`config.mk`:
```
export PLATFORM = sky130hd
export DESIGN_NAME = regfile
export DESIGN_NICKNAME = d
export VERILOG_FILES = /design/src/backend_pkg.sv /design/src/regfile.sv
export SDC_FILE = /design/constraint.sdc
export NUM_CORES = 2
export LEC_CHECK = 0
export BUFFER_PORTS_ARGS = -buffer_cell sky130_fd_sc_hd__buf_2
export CAP_MARGIN = 20
export CORE_MARGIN = 2
export CORE_UTILIZATION = 34
export CTS_CLUSTER_SIZE = 12
export DETAILED_ROUTE_END_ITERATION = 16
export PLACE_DENSITY_LB_ADDON = 0.12
export SYNTH_ARGS = -nofsm -noshare
export SYNTH_HDL_FRONTEND = slang
export SYNTH_SLANG_ARGS = --single-unit
```
`constraint.sdc`:
```
create_clock -name clk -period 7.3 [get_ports clk]
set_input_delay 1.095 -clock clk [delete_from_list [all_inputs] [get_ports clk]]
set_output_delay 1.095 -clock clk [all_outputs]
set_load 0.1 [all_outputs]
```
`src/backend_pkg.sv`:
```
`default_nettype none

package backend_pkg;

	localparam int XLEN = 32;

	// integer ALU operations, operand k is rk or the immediate
	typedef enum logic [3:0] {
		ALU_ADD  = 4'd0,
		ALU_SUB  = 4'd1,
		ALU_AND  = 4'd2,
		ALU_OR   = 4'd3,
		ALU_XOR  = 4'd4,
		ALU_SLT  = 4'd5,
		ALU_SLTU = 4'd6,
		ALU_SLL  = 4'd7,
		ALU_SRL  = 4'd8,
		ALU_SRA  = 4'd9,
		ALU_LUI  = 4'd10  // imm[19:0] into the upper bits
	} alu_op_t;

	// word-wide memory accesses only
	typedef enum logic [1:0] {
		MEM_NONE  = 2'd0,
		MEM_LOAD  = 2'd1,
		MEM_STORE = 2'd2
	} mem_op_t;

	typedef enum logic [1:0] {
		WB_NONE = 2'd0,
		WB_ALU  = 2'd1,
		WB_MEM  = 2'd2
	} wb_sel_t;

	// one-hot forwarding source, all zero keeps the register value
	typedef logic [2:0] fwd_sel_t;

	localparam fwd_sel_t FWD_NONE = 3'b000;
	localparam fwd_sel_t FWD_M1   = 3'b001;
	localparam fwd_sel_t FWD_M2   = 3'b010;
	localparam fwd_sel_t FWD_WB   = 3'b100;

endpackage : backend_pkg

`default_nettype wire

```
`src/regfile.sv`:
```
`timescale 1ns/1ps
`default_nettype none

module regfile (
	input  wire                          clk,
	input  wire                          rst_n,
	input  wire [4:0]                    rj_i,
	input  wire [4:0]                    rk_i,
	input  wire                          we_i,
	input  wire [4:0]                    waddr_i,
	input  wire [backend_pkg::XLEN-1:0]  wdata_i,
	output logic [backend_pkg::XLEN-1:0] rj_data_o,
	output logic [backend_pkg::XLEN-1:0] rk_data_o
);
	import backend_pkg::*;

	logic [XLEN-1:0] regs [32];

	always_ff @(posedge clk) begin
		if (!rst_n) begin
			for (int i = 0; i < 32; i++) begin
				regs[i] <= '0;
			end
		end else if (we_i && waddr_i != 5'd0) begin  // r0 never written
			regs[waddr_i] <= wdata_i;
		end
	end

	// reads see a same-cycle write from WB
	always_comb begin
		if (rj_i == 5'd0)
			rj_data_o = '0;
		else if (we_i && waddr_i == rj_i)
			rj_data_o = wdata_i;
		else
			rj_data_o = regs[rj_i];
	end

	always_comb begin
		if (rk_i == 5'd0)
			rk_data_o = '0;
		else if (we_i && waddr_i == rk_i)
			rk_data_o = wdata_i;
		else
			rk_data_o = regs[rk_i];
	end

endmodule : regfile

`default_nettype wire

```
[Word-level counts from Yosys, hierarchy flattened]
Memories as Yosys holds them, arrays and structs flattened.
Index checks and enable logic that the tools add are counted.
Operators by class
  $add $sub $neg: 0
  multipliers: 0
  divide/modulo/power cells: 0
  $lt $le $gt $ge: 0
  equality and inequality tests: 2
  shift-type cells: 0
  muxes and demuxes: 11
  bitwise gates (word level): 0
  reduce and logical (&&, ||, !) cells: 7
Operators with widths (number)
  $mux W32: 5
  $reduce_or A32 Y1: 1
  $eq A5 B5 Y1: 2
  $logic_not A5 Y1: 2
  $mux W1: 5
  $mux W5: 1
  $reduce_bool A5 Y1: 1
  $logic_and A1 B1 Y1: 3
Storage, ports and cells
  register bits: 0
  latch bits: 0
  bits in writable memories: 1024
  memory bits (read-only): 0
  bits of input ports: 50
  output and inout port bits: 64
  word-level logic and storage cells: 21
  memories: 1
Memories
  regs: words 32, bits a word 32, read ports 2, clocked after Yosys merged registers in 0, wr ports 32, line regfile.sv:17  | logic [XLEN-1:0] regs [32];

[Logic depth before layout (Yosys ltp)]
  word-level depth: 7
  mapped depth: 10
  depth with buffers taken out: 5

[Worst setup path before layout]
OpenSTA, ideal clock, no wires.
  path kind: input port to output port
  start point: input port rk_i[0]
  end point: output port rk_data_o[2] in the netlist's numbering
  data arrival time: 3.891 ns
  required time: 6.205 ns
  setup slack: 2.314 ns
  stages: 9
  path buffers: 5
  cell sequence: buf_6 -> buf_12 -> buf_8 -> buf_8 -> buf_4 -> mux2i_1 -> a22oi_1 -> a31oi_1 -> a31oi_1
On the way
  longest elaborated chain between the ends: 4
  elaborated cells between the ends (all ways): 6
  those cells by class: eq/ne: 1; mux: 2; reduce/logical: 2; memory: 1
Ends and longest elaborated chain
  start: declaration: line regfile.sv:8  | input wire [4:0] rk_i,
  parallel branches: the longest is 3 deep, another holds $mem_v2 Z32 W32
  $mux W32 (*): line regfile.sv:40  | if (rk_i == 5'd0)
  end: declaration: line regfile.sv:13  | output logic [backend_pkg::XLEN-1:0] rk_data_o
Mark *: on every way between the ends.

[Worst setup path in the final report]
  start point: input port rk_i[4]
  end point: output port rk_data_o[23] in the netlist's numbering
Same word-level chain as after synthesis.

==> impl_metrics.yaml <==
floorplan:
  die_w_um: 407.4
  die_h_um: 407.4
  die_area_sq_um: 165900
  io_pins: 114
  rows: 148
  core_region_area_sq_um: 162200
  start_util_pct: 34.10
logic_synthesis:
  yosysTopAreaCell: "edfxtp_1"
  ys_async_sr_fraction_pct: 0
  synth_seq_cells: 1024
  netlist.area_leader.share_pct: 55.59
  yosys-top-cells-count: "edfxtp_1 (1024), and2_1 (994), mux4_2 (352)"
  ys_warn_count: 0
  ys_seq_area_share_pct: 55.59
  ys_types: 56
  avgSynthCellArea_sq_um: 14.49
  synth_edf_count: 1024
  synthCells: 3818
  netlist_area_sq_um: 55320
  synth.most_common_cell: "edfxtp_1"
  netlist_top_cells_area: "edfxtp_1 (56%), mux4_2 (14%), and2_1 (11%)"
  synth-main-ff-cell: "edfxtp_1"
final_layout:
  top_register: "regs"
  finish.net_count: 3860
  layout-drive-gt1-share_pct: 22.39
  areaGrowthSynthToFinish_pct: 12.37
  largest_reg_flops: 1024
  reg_top3: "regs (1024)"
worst_hold_path:
  hold_path_class: "in -> reg"
  hp-start: "wdata_i[18]"
setup_path:
  crit_chain: "buf_2 -> buf_4 -> or3_1 -> o21ai_0 -> a2111oi_1 -> o221a_1 -> buf_2"
  cpPeakStageDelay_ns: 0.72
  cp.required_ns: 6.20
  critPathCaptureType: "output port"
  critPathSlowestCell: "a2111oi_1"
  cp.arrival_ns: 4.47
  critPathLaunchType: "input pin"
  critical_path_peak_fanout: 14
  worst-setup-path-type: "in -> out"
  path_common_cell: "buf_2"
  worstSetupStartpoint: "rk_i[4]"
global_routing:
  grt_first_pass_wirelength_um: 316200
  grt_pass1_vias: 35890
  overflow: 0
  antenna_found_initial: 35
  grt_max_degree: 78
  track_usage_pct: 27.61
pwr:
  ir_drop_mv: 0.2304
  switchingPower_w: 0.004305
  power_density_nw_per_um2: 239.6
  pwr-share-comb_pct: 15.7
  p_leak_nw: 21.51
  p_int_w: 0.01059
  pwr-share-clk_pct: 37.6
  power_frac_seq_pct: 46.7
  swShare_pct: 28.91
timing:
  slew_viol_final: 0
  hold_slack_ns: 0.9949
  tns_ns: 0
  tightest_slew_ns: 1.195
  relSlewSlack_pct: 20.06
  max_freq_mhz: 179.7
  rsz0062_at_grt: "no"
  hold_violations: 0
  setup_viol: 0
  setup_slack_ns: 1.734
  post-route-min-period_ns: 5.566
  min_period_over_period_pct: 76.25
routing:
  drt_pass1_iterations: 6
  drt_iter0_drc: 4709
  wl_um: 232300
  wl_per_cell_um: 38.16
  drc: 0
  routed-via-count: 36430
  drtAntennaViolNets: 0
  avgViaCountPerCell: 5.983
clock_tree:
  cts_hold_buffers: 0
  cts_buffers: 117
  cts_buffer_depth: 3
  clk_pin_slew_worst_paths_ns: 0.07
  cts.sinks: 1024
  cts_setup_buffers: 0
  htree_num_levels: 3
  post_cts_resized: 0
  cts_tree: "done"
  root_buffer: "clkbuf_16"
place:
  place_congestion: 0.8375
  io_buffers: 113
  place_ws_ns: 1.836
  dpl.hpwl_um: 143100
run:
  drv_cap: 0
run_status:
  status: "complete, no violations"
[per-stage QoR]
stage                     std cells  utilization (%)  total power [W]  cell area [sq um]
after global placement         5863            36.13         0.009393              58620
after global routing           6071            38.29          0.01525              62110
after floorplan                3849                -         0.008521              55430
final                          6088            38.32          0.01489              62160
after detailed placement       5863            36.13         0.009392              58620
after CTS                      6067            38.25          0.01494              62050
[critical path: cells and delay by family]
family | cells | cell delay [ns]
buffers and inverters | 3 | 1.30
AO/OA/AOI/OAI | 3 | 1.34
AND/OR/NAND/NOR | 1 | 0.69
[placed cells by master (no fill, tap or decap), types with 18 or more instances in the layout]
master | Yosys | routed
a21oi_1 | 55 | 54
buf_2 | 79 | 100
mux2i_1 | 328 | 328
o21ai_0 | 94 | 62
nor2_4 | 0 | 33
a211oi_1 | 33 | 33
mux4_2 | 352 | 352
clkbuf_1 | 278 | 33
a22oi_1 | 105 | 105
o221ai_1 | 38 | 38
a32o_1 | 32 | 32
edfxtp_1 | 1024 | 1024
conb_1 | 1 | 32
o22ai_1 | 37 | 37
clkinv_1 | 0 | 33
diode_2 | 0 | 18
o21ai_4 | 0 | 31
mux4_1 | 18 | 18
a221oi_1 | 22 | 22
buf_4 | 15 | 138
clkbuf_16 | 0 | 119
nand2_1 | 80 | 80
and2_1 | 994 | 992
[final timing paths]
kind / to / slack (ns) / depth (start not counted)
setup / recovery: rk_data_o[23] / 1.73 / 7
hold / removal: regs[14][18] / 0.99 / 3
[layout make-up]
cell class	instances	area (sq um)
multi-input cells	2404	23250
fillers	15250	100100
clock inverters	52	331.6
well taps	2175	2721
flip-flops and latches	1024	30750
diodes	18	45.04
repair buffers	260	1949
clock buffers	152	3102
inverters	3	11.26
[metal layers]
metal	part of all wire, %	vias to the layer above	track usage (%)
met3	8.1	398	4.428
li1	-	14710	-
met2	46	1917	42.90
met5	0.020	-	0
met4	3.6	8	8.806
met1	43	19390	39.53
[cells by family after synthesis]
logic type | Yosys count | synth area share, %
compound gates | 489 | 6.467
xor+xnor | 10 | 0.1583
buf+inv | 421 | 3.782
flops | 1024 | 55.59
mux | 710 | 21.37
other cells | 1 | 0.006779
simple gates | 1163 | 12.63
[power groups by stage]
stage | clock network [W] | logic [W] | registers [W]
floorplan | 0 | 0.00149 | 0.00703
global placement | 0 | 0.00232 | 0.00707
detailed placement | 0 | 0.00232 | 0.00708
CTS | 0.00566 | 0.00232 | 0.00696
global route | 0.00586 | 0.00239 | 0.00700
finish | 0.00559 | 0.00234 | 0.00696
Power figures use the tool's default switching activity.
