### src/backend_pkg.sv
`default_nettype none

package backend_pkg;

	localparam int XLEN = 32;

	// integer ALU operations, operand k is rk or the immediate
	typedef enum logic [3:0] {
		ALU_ADD  = 4'd0,
		ALU_SUB  = 4'd1,
		ALU_AND  = 4'd2,
		ALU_OR   = 4'd3,
		ALU_XOR  = 4'd4,
		ALU_SLT  = 4'd5,
		ALU_SLTU = 4'd6,
		ALU_SLL  = 4'd7,
		ALU_SRL  = 4'd8,
		ALU_SRA  = 4'd9,
		ALU_LUI  = 4'd10  // imm[19:0] into the upper bits
	} alu_op_t;

	// word-wide memory accesses only
	typedef enum logic [1:0] {
		MEM_NONE  = 2'd0,
		MEM_LOAD  = 2'd1,
		MEM_STORE = 2'd2
	} mem_op_t;

	typedef enum logic [1:0] {
		WB_NONE = 2'd0,
		WB_ALU  = 2'd1,
		WB_MEM  = 2'd2
	} wb_sel_t;

	// one-hot forwarding source, all zero keeps the register value
	typedef logic [2:0] fwd_sel_t;

	localparam fwd_sel_t FWD_NONE = 3'b000;
	localparam fwd_sel_t FWD_M1   = 3'b001;
	localparam fwd_sel_t FWD_M2   = 3'b010;
	localparam fwd_sel_t FWD_WB   = 3'b100;

endpackage : backend_pkg

`default_nettype wire

### src/mem_wb_stage.sv
`timescale 1ns/1ps
`default_nettype none

module mem_wb_stage #(
	parameter int DMEM_DEPTH = 64
) (
	input  wire                          clk,
	input  wire                          rst_n,
	input  wire                          stall_i,
	input  wire                          flush_i,
	input  wire                          ex_valid_i,
	input  wire [4:0]                    ex_rd_i,
	input  var backend_pkg::wb_sel_t     ex_wb_sel_i,
	input  var backend_pkg::mem_op_t     ex_mem_op_i,
	input  wire [backend_pkg::XLEN-1:0]  ex_result_i,
	input  wire [backend_pkg::XLEN-1:0]  ex_addr_i,
	input  wire [backend_pkg::XLEN-1:0]  ex_store_data_i,
	output logic [backend_pkg::XLEN-1:0] m1_result_o,
	output logic                         m1_is_load_o,
	output logic [backend_pkg::XLEN-1:0] m2_result_o,
	output logic [backend_pkg::XLEN-1:0] wb_result_o,
	output logic                         reg_w_en_o,
	output logic [4:0]                   reg_w_addr_o,
	output logic [backend_pkg::XLEN-1:0] reg_w_data_o
);
	import backend_pkg::*;

	localparam int AW = $clog2(DMEM_DEPTH);

	logic [XLEN-1:0] dmem [DMEM_DEPTH];

	logic            m1_valid_q, m2_valid_q, wb_valid_q;
	logic [4:0]      m1_rd_q, m2_rd_q, wb_rd_q;
	wb_sel_t         m1_wb_sel_q, m2_wb_sel_q, wb_wb_sel_q;
	mem_op_t         m1_mem_op_q;
	logic [XLEN-1:0] m1_result_q, m1_addr_q, m1_store_data_q;
	logic [XLEN-1:0] m2_result_q, m2_load_q;
	logic [XLEN-1:0] wb_result_q;
	logic [AW-1:0]   m1_idx;
	logic            store_en;

	assign m1_idx   = m1_addr_q[AW+1:2];
	// store commits on the edge that moves it out of M1
	assign store_en = m1_valid_q && m1_mem_op_q == MEM_STORE && !stall_i && !flush_i;

	// valid bits, flush kills whatever sits in EX and M1
	always_ff @(posedge clk) begin
		if (!rst_n) begin
			m1_valid_q <= 1'b0;
			m2_valid_q <= 1'b0;
			wb_valid_q <= 1'b0;
		end else begin
			if (flush_i)
				m1_valid_q <= 1'b0;
			else if (!stall_i)
				m1_valid_q <= ex_valid_i;
			if (!stall_i)
				m2_valid_q <= m1_valid_q && !flush_i;
			wb_valid_q <= m2_valid_q && !stall_i;  // bubble while stalled
		end
	end

	always_ff @(posedge clk) begin
		if (!stall_i) begin
			m1_rd_q         <= ex_rd_i;
			m1_wb_sel_q     <= ex_wb_sel_i;
			m1_mem_op_q     <= ex_mem_op_i;
			m1_result_q     <= ex_result_i;
			m1_addr_q       <= ex_addr_i;
			m1_store_data_q <= ex_store_data_i;
			m2_rd_q         <= m1_rd_q;
			m2_wb_sel_q     <= m1_wb_sel_q;
			m2_result_q     <= m1_result_q;
			m2_load_q       <= dmem[m1_idx];  // load read at M1 -> M2
		end
		wb_rd_q     <= m2_rd_q;
		wb_wb_sel_q <= m2_wb_sel_q;
		wb_result_q <= m2_result_o;
	end

	always_ff @(posedge clk) begin
		if (!rst_n) begin
			for (int i = 0; i < DMEM_DEPTH; i++) begin
				dmem[i] <= '0;
			end
		end else if (store_en) begin
			dmem[m1_idx] <= m1_store_data_q;
		end
	end

	assign m1_result_o  = m1_result_q;
	assign m1_is_load_o = m1_valid_q && m1_mem_op_q == MEM_LOAD;
	assign m2_result_o  = (m2_wb_sel_q == WB_MEM) ? m2_load_q : m2_result_q;
	assign wb_result_o  = wb_result_q;

	assign reg_w_en_o   = wb_valid_q && wb_wb_sel_q != WB_NONE && wb_rd_q != 5'd0;
	assign reg_w_addr_o = wb_rd_q;
	assign reg_w_data_o = wb_result_q;

	// address was formed in EX, checked where the RAM is used
	a_dmem_addr: assert property (@(posedge clk) disable iff (!rst_n)
		m1_valid_q && m1_mem_op_q != MEM_NONE |->
			m1_addr_q[1:0] == 2'b00 && (m1_addr_q >> 2) < DMEM_DEPTH)
		else $error("data address %h misaligned or out of range", m1_addr_q);

endmodule : mem_wb_stage

`default_nettype wire

### config.mk
export PLATFORM = sky130hd
export DESIGN_NAME = mem_wb_stage
export DESIGN_NICKNAME = d
export VERILOG_FILES = /design/src/backend_pkg.sv /design/src/mem_wb_stage.sv
export SDC_FILE = /design/constraint.sdc
export NUM_CORES = 2
export LEC_CHECK = 0
export ABC_AREA = 0
export BUFFER_PORTS_ARGS = -buffer_cell sky130_fd_sc_hd__buf_2
export CORE_ASPECT_RATIO = 1.5
export CORE_UTILIZATION = 45
export CTS_CLUSTER_DIAMETER = 120
export DETAILED_ROUTE_END_ITERATION = 6
export PLACE_DENSITY = 0.68
export SLEW_MARGIN = 0
export SYNTH_ARGS = -nofsm -noshare
export SYNTH_HDL_FRONTEND = slang
export SYNTH_SLANG_ARGS = --single-unit
### constraint.sdc
create_clock -name clk -period 15.53 [get_ports clk]
set_input_delay 0.7765 -clock clk [delete_from_list [all_inputs] [get_ports clk]]
set_output_delay 0.7765 -clock clk [all_outputs]
set_load 0.1 [all_outputs]
Yosys cells after proc, flatten, opt, wreduce, memory -nomap -nowiden
Memory sizes are Yosys's and may differ from the RTL's. A register that Yosys moved wholly into a read port is not among the register bits. Index checks and enable logic that the tools add are counted.

Output and inout bits: 135. Register bits after elaboration: 162. Memory bits (writable): 2048. Memories: 1. Bits of input ports: 110. Logic and storage cells: 43.

Reductions and logical operators: 15. Muxes and demuxes: 8. Bitwise logic cells: 1. Equal/unequal tests: 3.

Memories: dmem (depth 64, width 32, read ports 1, clocked after Yosys merged registers in 1, wr ports 64, line mem_wb_stage.sv:30) `logic [XLEN-1:0] dmem [DMEM_DEPTH];`.

Operator list (count): 32-bit two-way mux (2); 32-bit OR reduction (1); 1-bit logical AND (8); 6-bit two-way mux (1); 1-bit two-way mux (5); 5-bit nonzero test (1); 2-bit == test (second input constant) (2); 1-bit zero test (3); 2-bit by 1-bit == test with 1-bit output (second input constant) (1); 2-bit nonzero test (1); 2-bit OR reduction (1); 1-bit NOT (1).

Logic depth before layout (Yosys ltp)
Depth after elaboration: 9. Gate-level depth with buffers: 11. Mapped depth without buffers: 6.

Worst setup path after synthesis
Ideal clock, no wire load.

Path type: input -> register. From: in stall_i. To: mem dmem[0][0] (enable). Stages: 6. Library setup time: 466 ps. Path slack: 9377 ps. Path buffers: 1. Arrival: 5687 ps. Data required time: 15064 ps. Cells stage by stage: inv_2 -> nand4b_1 -> nor2_1 -> nand2_1 -> clkbuf_1 -> o21ai_0.

RTL lines: from (decl) (line mem_wb_stage.sv:9) `input wire stall_i,`; to (decl) (line mem_wb_stage.sv:30).

==> flow_results.org <==
** Status
- Result of the run :: finished, violations left
- Failing checks :: DRC, slew limit

** Yosys
- After synthesis, the share of flip-flops with an asynchronous set or reset is 0%.
- Most frequent cell after synthesis :: edfxtp_1
- Post-synthesis sequential element count :: 2240
- Measured against the total synthesized area, the mux share comes to 4.90%.
- For this run, the number of Yosys warnings is 0.
- The commonest cells after synthesis are 2198 x edfxtp_1, 2053 x and2_1, 532 x clkbuf_1, 390 x a22oi_1, 230 x mux2i_1.
- Synthesis produced 7015 cells.
- By area, the combinational part of the netlist is dominated by simple AND/OR/NAND/NOR gates.
- The share of the Yosys chip area taken by registers is 68.0%.
- The most used flip-flop cell after synthesis is edfxtp_1.
- A synthesized cell averages 14.0 µm².
- Nets in the synthesized netlist :: 7125
- Largest cells by area after synthesis :: edfxtp_1 67%, and2_1 13%, a22oi_1 3.0%, mux2i_1 2.3%, clkbuf_1 2.0%
- Compound-Gate Fraction of Synth Area :: 8.79%
- XOR/XNOR Fraction of Synth Area :: 0%
- Portion of synthesized cell area occupied by the leading cell type :: 67.1%
- Unique cell type count in the Yosys netlist :: 65
- Netlist area before placement :: 98300 µm²
- Area fraction in and, or, nand and nor cells after synthesis :: 14.8%
- Post-synth EDFFs :: 2198
- Post-synthesis cell type with the largest combined area :: edfxtp_1
- After Yosys synthesis, full adders, half adders and majority gates account for 0% of the synthesized area.

** Clocking
- Clock tree from TritonCTS :: yes
- Clock Path Buffers :: 4
- CTS H-tree depth :: 4
- Total clock buffers created by CTS :: 203
- Insertion delay to the later sink of the worst-skew pair :: 0.89 ns
- Number of sinks handled by clock tree synthesis :: 2240
- The cell sitting at the root of the clock tree is a clkbuf_16.
- Clock Pin Slew Worst Setup and Hold Paths :: 0.07 ns
- Hold buffers post-CTS :: 0
- Count of cells resized by post-cts repair :: 0
- Buffers added to address setup during post-CTS repair amount to 0.

** Global route
- The first global-routing pass estimated 429000 µm of wire.
- After global routing the overflow that remains totals 0.
- Global routing used 44.0% of the available met2 tracks.
- The number of antenna violations at the first check in global routing came to 38.
- Layer with the highest usage :: met2
- For met1 alone, demand over resource in global routing was 31.2%.
- Vias in the first global route :: 59456
- Pin count of the biggest net entering global routing :: 98
- Met3 GRT Util :: 6.28%
- GRT Util Overall :: 27.3%

** Hold path
- The worst hold path belongs to the class in2reg.

** Setup path
- Of all nets on the critical path, the largest fanout is 83.
- Worst path max stage delay :: 0.88 ns
- The slowest stage of the critical path belongs to the cell o22ai_1.
- Setup Crit Path Kind :: reg2reg
- The cell that appears most often on the critical path is buf_4.
- STA classifies the critical path endpoint as a flop.
- Worst Setup Start Kind :: flop
- The signal on the critical path passes through buf_4, buf_4, buf_4, buf_4, buf_12, nor2b_4, buf_4, a21oi_1, o221a_2, o22ai_1, or4_1.
- Arrival @ worst endpoint :: 6.68 ns
- At the worst endpoint, the required time is 16.27 ns.

** Cells and area
- Final design utilization :: 50.3%
- Sequential cell area :: 66800 µm²
- The multi-input combinational cells in the finished layout cover a total of 29100 µm².
- After the last flow step, the layout net total stands at 7007.
- Count of filler cells inserted in the layout :: 17959
- The area growth from synthesis to layout is 10.7%.
- Of the cells placed in the final design, the portion with a size suffix greater than 1 is 14.9%.

** Power and ir drop
- For this design the static power due to leakage is 39.1 nW.
- Cell Pwr Density :: 122 nW/µm²
- Across the VDD grid, the largest voltage drop is 0.0000914 V.

** Detailed routing
- The pre-antenna-repair detailed-routing pass consisted of 7 iterations.
- After detailed routing, the number of vias per cell comes to 6.11.
- Detailed-route via count :: 60565
- Number of DRC violations after detailed routing :: 87
- Post-Route WL :: 306000 µm
- Number of DRC markers after the initial detailed-route iteration :: 7492
- Number of nets still failing antenna checks after routing :: 0
- Routed len/inst :: 30.9 µm

** Placement
- During placement, the flow inserted port buffers numbering 218.
- Summed over all nets, the half-perimeter wirelength after detailed placement is 180000 µm.
- GPL Wtd Cong :: 0.988

** Timing
- Crit path time final :: 5.93 ns
- Static timing analysis puts the maximum clock frequency at 169 MHz.
- The final hold violation count was 0.
- The worst path uses 38.2% of the clock period.
- Adding up every negative setup slack in the final design gives 0 ns.
- Setup violations remaining at the end of the flow were counted as 0.
- The max-slew violation count came to 1.
- Setup repair after global routing missed its margin :: no
- Worst slew pin tran :: 1.62 ns
- Final worst clock skew :: 0.0678 ns
- Max_slew headroom :: -7.67%

** Floorplanning
- Die span in y :: 574 µm
- The floorplan step defined a die boundary enclosing 220000 µm².
- Die X :: 384 µm
- Starting density of the core :: 45.4%
- Placeable core area :: 217000 µm²
- Count of boundary I/O pins :: 245
- Floorplan row count :: 209

** Flow run
- The tool flagged a number of max-cap violations equal to 0.
## worst max-delay path: cells and delay by family (launching register included)
kind,cells,cell delay [ns]
DFF,1,0.34
buffers and inverters,6,3.13
AOI/OAI and AO/OA,3,1.31
and+or+nand+nor,2,0.89
## flip-flops by register name, summed over array words and instances (netlist names), 5 cells and up
name / flops
reg_w_addr_o: 5
m1_rd_q: 5
m1_addr_q: 6
m2_load_q: 32
reg_w_data_o: 32
m1_store_data_q: 32
dmem: 2048
m1_result_o: 32
m2_rd_q: 5
m2_result_q: 32
## final timing paths
kind,slack [ns],from,endpoint,depth (start not counted)
hold reg to reg,0.31,m2_rd_q[3],reg_w_addr_o[3],0
setup / recovery,9.60,m1_addr_q[3],m2_load_q[12],11
setup reg to reg,9.60,m1_addr_q[3],m2_load_q[12],11
hold / removal,0.06,flush_i,m1_valid_q,2
## routing by layer
| layer | wire [µm] | share of wire [%] | vias to the layer above |
|---|---|---|---|
| li1 | - | - | 25695 |
| met5 | 250 | 0.082 | - |
| met1 | 103000 | 34 | 30338 |
| met4 | 27300 | 8.9 | 40 |
| met2 | 145000 | 47 | 3557 |
| met3 | 30600 | 10 | 935 |
## layout make-up
type / instances / area share (%)
Tap cell: 2848 / 3.28
Inverter: 4 / 0.0230
Clock buffer: 252 / 4.94
Sequential cell: 2240 / 61.4
Timing Repair Buffer: 455 / 2.70
Antenna cell: 10 / 0.0230
Multi-Input combinational cell: 3993 / 26.7
Clock inverter: 108 / 0.883
## stage by stage
| stage | power [mW] | area, µm² | hold slack (ns) | setup slack [ns] | cells |
|---|---|---|---|---|---|
| after floorplan | 7.91 | 98300 | 0.323 | 9.38 | 7015 |
| after global placement | 8.42 | 102000 | 0.325 | 9.84 | 9539 |
| after detailed placement | 8.44 | 102000 | 0.327 | 9.78 | 9539 |
| after CTS | 13.3 | 109000 | 0.0453 | 9.80 | 9899 |
| after global routing | 13.6 | 109000 | 0.0507 | 9.54 | 9903 |
| final | 13.3 | 109000 | 0.0612 | 9.60 | 9910 |
## report_power, final
group / switching, mW / internal (mW) / total [mW]
Combinational: 1.15 / 0.289 / 1.44
Sequential: 0.0653 / 6.84 / 6.91
Clock: 2.23 / 2.72 / 4.95
Total: 3.44 / 9.85 / 13.3
## cell families after synthesis
family	after synthesis
flip-flops	2240
buffers and inverters	782
multiplexers	388
AO/OA/AOI/OAI	1195
AND/OR/NAND/NOR	2410
## placed cells by master (no fill, tap or decap), types with 34 or more instances in the layout
master,n
dfxtp_1,42
clkbuf_16,208
clkinv_2,35
mux4_2,65
nor2_1,97
a22oi_1,390
clkinv_1,41
mux2_2,91
a221oi_1,205
nor3_1,47
o21ai_0,40
nand2_1,61
and2_1,2052
o21ai_4,64
edfxtp_1,2198
mux2i_1,230
o22ai_1,172
buf_4,231
clkbuf_1,43
a21oi_1,102
a31oi_1,34
buf_2,217
Note: power is estimated with default switching activity, not from simulation.
